<file path="src/design/mem_pkg.sv">
package mem_pkg;

    // address and data are both one 16-bit word
    localparam int word_width = 16;

    // full word-addressed space
    localparam int mem_depth = 65536;

    // cycles a memory write keeps the controller busy after the strobe
    localparam int mem_write_cycles = 4;

    // request from the processor, levels held until done
    typedef struct packed {
        logic                  read;
        logic                  write;
        logic [word_width-1:0] addr;
        logic [word_width-1:0] wdata;
    } cpu_req_t;

    // bus toward data memory, one-cycle strobes
    typedef struct packed {
        logic                  read;
        logic                  write;
        logic [word_width-1:0] addr;
        logic [word_width-1:0] wdata;
    } mem_req_t;

endpackage
</file>
<file path="src/design/cache_pkg.sv">
package cache_pkg;

    // direct-mapped geometry, 4 lines of 4 words
    localparam int num_lines      = 4;
    localparam int words_per_line = 4;

    // address split of a 16-bit word address
    localparam int tag_width    = 12;
    localparam int index_width  = 2;
    localparam int offset_width = 2;

    // tag | index | offset
    typedef struct packed {
        logic [tag_width-1:0]    tag;
        logic [index_width-1:0]  index;
        logic [offset_width-1:0] offset;
    } cache_addr_t;

    // one block of words, word 0 in the low bits
    typedef logic [words_per_line-1:0][mem_pkg::word_width-1:0] line_data_t;

    // 1 + 12 + 64 = 77 bits
    typedef struct packed {
        logic                 valid;
        logic [tag_width-1:0] tag;
        line_data_t           data;
    } cache_line_t;

    // controller states
    typedef enum logic [2:0] {
        st_idle,
        st_lookup,
        st_refill,
        st_refill_last,
        st_write_wait,
        st_done
    } ctrl_state_t;

endpackage

</file>
<file path="src/design/dcache_store.sv">
`timescale 1ns/1ps

module dcache_store (
    input  logic                               clk,
    input  logic                               reset_n,
    // lookup port
    input  logic [cache_pkg::index_width-1:0]  rd_index,
    output cache_pkg::cache_line_t             rd_line,
    // word write port
    input  logic                               wr_en,
    input  logic [cache_pkg::index_width-1:0]  wr_index,
    input  logic [cache_pkg::offset_width-1:0] wr_offset,
    input  logic [mem_pkg::word_width-1:0]     wr_word,
    // tag update, also sets valid
    input  logic                               tag_en,
    input  logic [cache_pkg::index_width-1:0]  tag_index,
    input  logic [cache_pkg::tag_width-1:0]    tag
);
    import cache_pkg::*;

    logic                 valid_q [num_lines];
    logic [tag_width-1:0] tag_q   [num_lines];
    line_data_t           data_q  [num_lines];

    // only valid bits are cleared
    always_ff @(posedge clk) begin
        if (reset_n) begin
            for (int i = 0; i < num_lines; i++) begin
                valid_q[i] <= 1'b0;
            end
        end else if (tag_en) begin
            valid_q[tag_index] <= 1'b1;
        end
    end

    always_ff @(posedge clk) begin
        if (tag_en) begin
            tag_q[tag_index] <= tag;
        end
    end

    // one word of one line per cycle
    always_ff @(posedge clk) begin
        if (wr_en) begin
            data_q[wr_index][wr_offset] <= wr_word;
        end
    end

    // combinational read so lookup completes in a single cycle
    assign rd_line = '{
        valid: valid_q[rd_index],
        tag:   tag_q[rd_index],
        data:  data_q[rd_index]
    };

endmodule

</file>
<file path="config.mk">
export PLATFORM = sky130hd
export DESIGN_NAME = dcache_store
export DESIGN_NICKNAME = d
export VERILOG_FILES = /design/src/design/mem_pkg.sv /design/src/design/cache_pkg.sv /design/src/design/dcache_store.sv
export SDC_FILE = /design/constraint.sdc
export NUM_CORES = 1
export LEC_CHECK = 0
export ABC_AREA = 1
export BUFFER_PORTS_ARGS = -buffer_cell sky130_fd_sc_hd__clkbuf_2
export CORE_MARGIN = 1
export CORE_UTILIZATION = 53
export DETAILED_ROUTE_END_ITERATION = 10
export PLACE_DENSITY = 0.73
export SLEW_MARGIN = 20
export SYNTH_ARGS = -nofsm -noshare
export SYNTH_HDL_FRONTEND = slang
export SYNTH_SLANG_ARGS = --single-unit
</file>
<file path="constraint.sdc">
create_clock -name clk -period 2.9 [get_ports clk]
set_clock_uncertainty 0.15 [all_clocks]
set_input_delay 0.145 -clock clk [delete_from_list [all_inputs] [get_ports clk]]
set_output_delay 0.145 -clock clk [all_outputs]
set_load 0.1 [all_outputs]
</file>
==> flow_summary.ini <==
[floorplanning]
die_w_microns = 159
dieArea_sq_mm = 0.0253
core-area_sq_mm = 0.0242
die_h_microns = 159
initial_core_util_pct = 53.9
io_pins = 117
rows = 57

[outcome]
status = completed

[final_layout]
synthToLayoutAreaGrowth_pct = 26.5
layout-drive-gt1-share_pct = 13.1
nNetsFinal = 1445
nFillCells = 1640
final_util_pct = 68.2
layoutNonFillerInstCount = 1752

[clock_network]
cts_buffers = 30
cts_sinks = 308
cts-htree-levels = 1
path_clk_slew_ns = 0.06
clockRootBuffer = clkbuf_16
cts.path.max_buffers = 3
cts_tree = done
post_cts_buffers = 0

[timing]
worstMarginPinSlew_ns = 0.964
period_share_pct = 65.4
timing_hold_violations_final = 0
final-max-slew-violation-count = 0
finalSetupViolCount = 0
rsz0062_at_grt = no
whs_ns = 0.0196
relSlewSlack_pct = 35.7
layout_min_cycle_time_ns = 1.90
setup_tns_ns = 0
fmax_mhz = 527

[routing]
detail_route.first_pass.iterations = 7
viasPerCell = 5.01
num_vias = 8779
first_iter_violations = 894
wire_per_inst_microns = 16.8
drc = 0
drt_wl_total_microns = 29500
ant_nets = 0

[setup_path]
cp-start-kind = primary input
cp_max_fo = 77
end_kind = output port
required_ns = 2.61
cp.arrival_ns = 1.60
critPathKind = in2out

[flow_run]
cap_violations = 0

[pwr]
pwr-share-comb_pct = 15.1
max-vdd-ir-drop_mv = 0.722
p_int_w = 0.00809
power_density_mw_per_mm2 = 657
p_seq_share_pct = 46.4
leakage_nw = 7.53
switching_power_w = 0.00278
switching_share_pct = 25.6
pwr-share-clk_pct = 38.5

[synth]
synth.avg_cell_area_sq_um = 10.4
synth-seq-cells = 308
syn-cell-area_sq_mm = 0.0131
ys_seq_area_share_pct = 70.8
synth_cells = 1255
ys_warn_count = 0
syn_nets = 1295
synth.distinct_cells = 10

[global_route]
grt_start_max_net_pins = 155
grt_overflow = 0
grt_pass1_vias = 8717
grtUsageTotal_pct = 23.7
antenna_found_initial = 1
grt_first_pass_wirelength_microns = 46500

[placed_design]
place_congestion = 0.794
dpl.cell_count = 1669
io_buffer_count = 116
hpwl_microns = 16800

[hold_path]
hold_path_class = in2reg
-- layout make-up --
| class | count | area (sq um) | share of cell area, % |
|---|---|---|---|
| inverter | 321 | 1210 | 7.30 |
| tap | 324 | 405 | 2.45 |
| timing repair buffer | 168 | 2250 | 13.6 |
| multi-input combinational | 576 | 2360 | 14.3 |
| sequential | 308 | 9250 | 55.9 |
| antenna | 1 | 2.50 | 0.0151 |
| clock buffer | 38 | 802 | 4.85 |
| clock inverter | 16 | 262 | 1.58 |
-- metal layers --
| layer | GRT usage, % | routed length [microns] |
|---|---|---|
| met1 | 30.9 | 11600 |
| met2 | 39.2 | 14400 |
| met3 | 4.14 | 2340 |
| met4 | 10.7 | 1220 |
| met5 | 0 | 0 |
-- cell usage in the layout, fill, tap and decap left out --
cell,Yosys,layout
clkinvlp_4,0,2
clkinv_2,0,4
nor2_1,22,22
edfxtp_1,308,308
buf_12,0,81
inv_6,0,1
bufinv_16,0,7
buf_2,23,1
buf_4,10,21
inv_4,0,1
clkinv_1,0,2
inv_2,2,1
clkbuf_1,17,7
inv_1,319,319
o21ai_0,1,1
diode_2,0,1
nand3_1,160,160
clkbuf_16,0,31
dlygate4sd3_1,0,28
clkbuf_2,0,37
nand2_1,393,393
-- flip-flops by register name, summed over array words and instances (netlist names) --
signal	count
valid_q	4
data_q	256
tag_q	48
-- cell families after synthesis --
kind of cell,Yosys count,share of synthesized area [%]
AOI/OAI and AO/OA,1,0.0383
buffers and inverters,371,11.2
DFF,308,70.8
and+or+nand+nor,575,18.0
-- final timing paths --
kind | startpoint | to | slack [ns] | cells past startpoint
hold / removal | wr_word[13] | data_q[0][45] | 0.02 | 1
setup / recovery | rd_index[1] | rd_line[19] | 1.00 | 5
-- power by group through the flow --
stage,combinational (W),sequential [W],clock [W]
after CTS,0.00164,0.00504,0.00422
after global placement,0.00159,0.00513,0
after floorplan,0.000979,0.00513,0
after detailed placement,0.00161,0.00514,0
after global routing,0.00171,0.00505,0.00439
final,0.00164,0.00504,0.00418
-- stage by stage --
| step | area (sq um) | worst slack, ns | total power [W] |
|---|---|---|---|
| finish | 16500 | 1.00 | 0.0109 |
| floorplan | 13100 | 1.20 | 0.00611 |
| detailed placement | 15200 | 1.04 | 0.00674 |
| CTS | 16500 | 1.03 | 0.0109 |
| global placement | 15200 | 1.05 | 0.00672 |
| global route | 16500 | 0.920 | 0.0112 |
-- Yosys cell counts --
cell	instances	area share [%]
inv_1	319	9.2
nand3_1	160	6.1
nor2_1	22	0.63
buf_2	23	0.88
o21ai_0	1	0.038
clkbuf_1	17	0.49
nand2_1	393	11
buf_4	10	0.57
edfxtp_1	308	71
inv_2	2	0.057
-- worst max-delay path, cell delays in order --
cell     delay [ns]
buf_2          0.10
buf_4          0.64
nand3_1        0.20
nand2_1        0.18
buf_12         0.19
-- repair_timing --
action                     in CTS  in global routing
hold endpoints to repair      228                  0
gates resized for setup         0                  0
hold buffers                   28                  0
setup endpoints to repair       0                  0
No activity file was read; power rests on OpenSTA's default activity.
