File: config.mk
export PLATFORM = sky130hd
export DESIGN_NAME = dcache_ctrl
export DESIGN_NICKNAME = d
export VERILOG_FILES = /design/src/design/mem_pkg.sv /design/src/design/cache_pkg.sv /design/src/design/dcache_ctrl.sv
export SDC_FILE = /design/constraint.sdc
export NUM_CORES = 1
export LEC_CHECK = 0
export BUFFER_PORTS_ARGS = -buffer_cell sky130_fd_sc_hd__buf_4
export CORE_UTILIZATION = 45
export DETAILED_ROUTE_END_ITERATION = 8
export PLACE_DENSITY = 0.76
export RECOVER_POWER = 25
export SETUP_SLACK_MARGIN = 0.02
export SLEW_MARGIN = 20
export SYNTH_ARGS = -nofsm -noshare
export SYNTH_HDL_FRONTEND = slang
export SYNTH_SLANG_ARGS = --single-unit
File: constraint.sdc
create_clock -name clk -period 9.7 [get_ports clk]
set_clock_uncertainty 0.15 [all_clocks]
set_input_delay 0.97 -clock clk [delete_from_list [all_inputs] [get_ports clk]]
set_output_delay 0.97 -clock clk [all_outputs]
set_load 0.1 [all_outputs]
File: src/design/mem_pkg.sv
package mem_pkg;

    // address and data are both one 16-bit word
    localparam int word_width = 16;

    // full word-addressed space
    localparam int mem_depth = 65536;

    // cycles a memory write keeps the controller busy after the strobe
    localparam int mem_write_cycles = 4;

    // request from the processor, levels held until done
    typedef struct packed {
        logic                  read;
        logic                  write;
        logic [word_width-1:0] addr;
        logic [word_width-1:0] wdata;
    } cpu_req_t;

    // bus toward data memory, one-cycle strobes
    typedef struct packed {
        logic                  read;
        logic                  write;
        logic [word_width-1:0] addr;
        logic [word_width-1:0] wdata;
    } mem_req_t;

endpackage
File: src/design/cache_pkg.sv
package cache_pkg;

    // direct-mapped geometry, 4 lines of 4 words
    localparam int num_lines      = 4;
    localparam int words_per_line = 4;

    // address split of a 16-bit word address
    localparam int tag_width    = 12;
    localparam int index_width  = 2;
    localparam int offset_width = 2;

    // tag | index | offset
    typedef struct packed {
        logic [tag_width-1:0]    tag;
        logic [index_width-1:0]  index;
        logic [offset_width-1:0] offset;
    } cache_addr_t;

    // one block of words, word 0 in the low bits
    typedef logic [words_per_line-1:0][mem_pkg::word_width-1:0] line_data_t;

    // 1 + 12 + 64 = 77 bits
    typedef struct packed {
        logic                 valid;
        logic [tag_width-1:0] tag;
        line_data_t           data;
    } cache_line_t;

    // controller states
    typedef enum logic [2:0] {
        st_idle,
        st_lookup,
        st_refill,
        st_refill_last,
        st_write_wait,
        st_done
    } ctrl_state_t;

endpackage

File: src/design/dcache_ctrl.sv
`timescale 1ns/1ps

module dcache_ctrl (
    input  logic                               clk,
    input  logic                               reset_n,
    // processor side
    input  mem_pkg::cpu_req_t                  req,
    output logic                               done,
    output logic [mem_pkg::word_width-1:0]     rdata,
    // store side
    output logic [cache_pkg::index_width-1:0]  rd_index,
    output logic                               wr_en,
    output logic [cache_pkg::index_width-1:0]  wr_index,
    output logic [cache_pkg::offset_width-1:0] wr_offset,
    output logic [mem_pkg::word_width-1:0]     wr_word,
    output logic                               tag_en,
    output logic [cache_pkg::index_width-1:0]  tag_index,
    output logic [cache_pkg::tag_width-1:0]    tag,
    input  cache_pkg::cache_line_t             rd_line,
    // memory side
    output mem_pkg::mem_req_t                  mem_req,
    input  logic [mem_pkg::word_width-1:0]     mem_rdata,
    // read statistics
    output logic [15:0]                        hit_count,
    output logic [15:0]                        miss_count
);
    import mem_pkg::*;
    import cache_pkg::*;

    ctrl_state_t             state;
    cpu_req_t                req_q;
    cache_addr_t             addr_q;
    logic                    hit;
    logic                    word_in;
    logic [offset_width:0]   issue_cnt;
    logic [offset_width-1:0] recv_cnt;
    logic [2:0]              wait_cnt;

    assign addr_q = cache_addr_t'(req_q.addr);

    // tag compare on the indexed line
    assign hit = rd_line.valid && (rd_line.tag == addr_q.tag);

    // a refill word is on mem_rdata one cycle after its strobe was sampled
    assign word_in = ((state == st_refill) && (issue_cnt > 1)) ||
                     (state == st_refill_last);

    always_ff @(posedge clk) begin
        if (reset_n) begin
            state      <= st_idle;
            mem_req    <= '0;
            issue_cnt  <= '0;
            recv_cnt   <= '0;
            wait_cnt   <= '0;
            hit_count  <= '0;
            miss_count <= '0;
        end else begin
            // strobes last one cycle, bus idles at zero
            mem_req <= '0;
            case (state)
                st_idle: begin
                    if (req.read || req.write) begin
                        state <= st_lookup;
                    end
                end
                st_lookup: begin
                    if (req_q.write) begin
                        // write-through, hit or miss
                        mem_req.write <= 1'b1;
                        mem_req.addr  <= req_q.addr;
                        mem_req.wdata <= req_q.wdata;
                        wait_cnt      <= 3'(mem_write_cycles - 1);
                        state         <= st_write_wait;
                    end else if (hit) begin
                        hit_count <= hit_count + 16'd1;
                        state     <= st_done;
                    end else begin
                        miss_count   <= miss_count + 16'd1;
                        // first strobe of the block, aligned to word 0
                        mem_req.read <= 1'b1;
                        mem_req.addr <= {addr_q.tag, addr_q.index, {offset_width{1'b0}}};
                        issue_cnt    <= 1;
                        recv_cnt     <= '0;
                        state        <= st_refill;
                    end
                end
                st_refill: begin
                    if (issue_cnt < words_per_line) begin
                        mem_req.read <= 1'b1;
                        mem_req.addr <= {addr_q.tag, addr_q.index,
                                         issue_cnt[offset_width-1:0]};
                        issue_cnt    <= issue_cnt + 1'b1;
                    end
                    if (word_in) begin
                        recv_cnt <= recv_cnt + 1'b1;
                        // next word to land is the last one
                        if (recv_cnt == offset_width'(words_per_line - 2)) begin
                            state <= st_refill_last;
                        end
                    end
                end
                st_refill_last: begin
                    state <= st_done;
                end
                st_write_wait: begin
                    if (wait_cnt == 3'd0) begin
                        state <= st_done;
                    end else begin
                        wait_cnt <= wait_cnt - 3'd1;
                    end
                end
                st_done: begin
                    // request still high here is not taken again
                    state <= st_idle;
                end
                default: begin
                    state <= st_idle;
                end
            endcase
        end
    end

    always_ff @(posedge clk) begin
        if (state == st_idle) begin
            req_q <= req;
        end
        if ((state == st_lookup) && req_q.read && hit) begin
            rdata <= rd_line.data[addr_q.offset];
        end
        // earlier words already sit in the store, the last one is still on the bus
        if (state == st_refill_last) begin
            if (addr_q.offset == recv_cnt) begin
                rdata <= mem_rdata;
            end else begin
                rdata <= rd_line.data[addr_q.offset];
            end
        end
    end

    // store port: refill words take priority, else a write hit
    assign rd_index  = addr_q.index;
    assign wr_index  = addr_q.index;
    assign tag_index = addr_q.index;
    assign tag       = addr_q.tag;
    assign wr_en     = word_in || ((state == st_lookup) && req_q.write && hit);
    assign wr_offset = word_in ? recv_cnt : addr_q.offset;
    assign wr_word   = word_in ? mem_rdata : req_q.wdata;
    // tag and valid go in with the last word
    assign tag_en    = (state == st_refill_last);

    assign done = (state == st_done);

endmodule

==> impl_metrics.ini <==
[synth]
syn_inst = 520
ys_types = 53
synthAdderAreaFrac_pct = 1.49
ys.flop_type = dfxtp_1
synthArstFlopShare_pct = 0
synthesis.nets = 656
synth.area.mux_share_pct = 12.7
seq_area_frac_synth_pct = 51.9
yosysWarnings = 0
synth-compound-area-share_pct = 9.90
synth_top_family_by_area = simple AND/OR/NAND/NOR gates
synthXorXnorAreaFrac_pct = 2.24
synth_area_um2 = 5860
synth.ff_latch_count = 127
postSynthAreaPerCell_um2 = 11.3
synth_edf_count = 50
yosys.area_share.simple_pct = 16.4

[route]
wire_per_inst_um = 17.6
vias_per_cell = 5.41
routed_wirelength_um = 16400
dr.pass1.iters = 4
drt-initial-drc-count = 398
antenna_left = 0
num_vias = 5033
drc = 0

[finish]
area_growth_pct = 41.9
n_fill_cell = 1030
fin_nets = 881
drive_gt1_share_pct = 43.7
mostFrequentLayoutCells = 208 x buf_4, 77 x dfxtp_1, 50 x edfxtp_1
layout_commonest_cell = buf_4
stdcell_count = 930
utilization_pct = 65.7
antennaDiodeCount = 0

[critical_path]
cp-start-kind = input pin
cp_max_fo = 30
critPathCaptureType = output port
worstPathRequired_ns = 8.58
crit_type = input pin to output port
arrival_ns = 2.86
r2r_slack_ns = 6.63

[sta]
setup_slack_ns = 5.72
post-route-period-util_pct = 41.1
rsz0062_at_grt = no
hold_viol = 0
clock.fmax_mhz = 251
setup_viol = 0
maxSlewViolCount = 60
tns_ns = 0
worstMarginPinSlew_ns = 2.00
hold_ws_ns = 0.329
slew_headroom_pct = -34.2
layout_min_cycle_time_ns = 3.98

[power]
leakage_nw = 3.37
pwr_density_cell_nw_per_um2 = 292
peakVddDrop_uv = 248

[clock_tree]
clkTransAtPathRegs_ns = 0.05
cts_buffers = 17
htreeDepth = 4
cts_resized = 0
cts_max_path_buffers = 2
cts_setup_buffers = 0
ctsHoldBuffers = 0
cts_root_buffer = clkbuf_16
tritoncts = built
clock_sink_count = 127
clk_latency_ns = 0.42

[min_path]
hold_path.class = flop to flop

[run_status]
outcome = finished with violations
violations = capacitance limit, slew limit

[global_route]
grt_max_degree = 45
grt_pass1_wl_um = 24700
antenna_found_initial = 0
grt_overflow_total = 0
grt_pass1_vias = 4804
grtUsageTotal_pct = 24.4

[place]
gp_congestion = 0.810
place_ws_ns = 5.76
port_buffers = 249
dp_cells = 898
hpwl_um = 11900

[die]
fp.dieW_um = 116
die_area_um2 = 13500
rows = 41
start_util_pct = 46.3
die_h_um = 116
pin_count = 250
core_area_um2 = 12700

[flow_run]
maxCapViolCount = 2
==> state kept, by name (all words and copies together) (netlist names) <==
name,count
req_q,18
issue_cnt,3
rdata,16
addr_q,16
miss_count,16
hit_count,16
mem_req,34
wait_cnt,3
state,3
recv_cnt,2
==> routing by layer <==
metal / track usage [%] / part of all wire (%) / up-vias
met5: 0 / 0 / -
met4: 9.49 / 1.7 / 0
met3: 6.75 / 5.1 / 22
met2: 41.3 / 52 / 165
met1: 29.4 / 41 / 2436
li1: - / - / 2410
==> synth_stat cells, types with 2 or more instances <==
cell      count  area share, %
or4_1        22            2.8
a211oi_1      2           0.26
mux4_2       16            6.1
clkbuf_1     21            1.3
dfxtp_1      77             26
buf_4        18            2.3
buf_2         7           0.60
and3_1       19            2.0
and4_1        2           0.30
inv_1        14           0.90
nand2b_1      2           0.21
nor4_1        3           0.32
o31ai_1      24            3.1
nand2_1      32            2.0
xnor2_1      13            1.9
nand4_1      15            1.6
ha_1          7            1.5
a21oi_1      37            3.2
xor2_1        2           0.30
and2_1        2           0.21
mux2_2       33            6.3
a21o_1        2           0.26
nor3_1        8           0.68
nand4b_1      2           0.30
o21a_1        3           0.38
a22oi_1       2           0.26
o21ai_0       8           0.68
or3_1         6           0.64
nor4_2        2           0.43
o31a_1        2           0.30
nand3_1      15            1.3
edfxtp_1     50             26
buf_1         3           0.19
o41ai_1       2           0.30
nor2_1       29            1.9
==> layout make-up <==
type | count | area [um^2] | area share (%)
clock inverters | 14 | 191 | 2.30
well taps | 172 | 215 | 2.59
clock buffers | 18 | 429 | 5.16
multi-input cells | 329 | 2530 | 30.4
flip-flops and latches | 127 | 3040 | 36.6
repair buffers | 256 | 1860 | 22.4
inverters | 14 | 52.6 | 0.632
==> where the power goes <==
group | internal, mW | switching, mW | leakage [nW]
clock network | 0.429 | 0.235 | 0.292
registers | 0.665 | 0.0717 | 1.11
logic | 0.256 | 0.772 | 1.97
total | 1.35 | 1.08 | 3.37
==> worst max-delay path: stages <==
cell     delay (ns)
buf_4          0.11
xnor2_1        0.26
nand4_1        0.23
or4_4          0.73
o21ai_0        0.24
buf_4          0.32
==> metrics by stage <==
step	area [um^2]	power (mW)
after floorplan	5860	1.58
after global placement	7760	1.77
after detailed placement	7770	1.79
after CTS	8390	2.46
after global routing	8320	2.52
final	8320	2.43
==> final timing paths <==
check / start / end / cells past startpoint
max: rd_line[73] / wr_en / 6
min: wait_cnt[0] / wait_cnt[0] / 1
min reg2reg: wait_cnt[0] / wait_cnt[0] / 1
max reg2reg: state[2] / addr_q[11] / 2
==> cells by family after synthesis <==
family,Yosys count
and+or+nand+nor,167
adders and majority gates,7
buffers and inverters,64
AOI/OAI and AO/OA,90
xor gates and xnor gates,15
muxes,50
DFF,127
(Power assumes the default switching activity.)
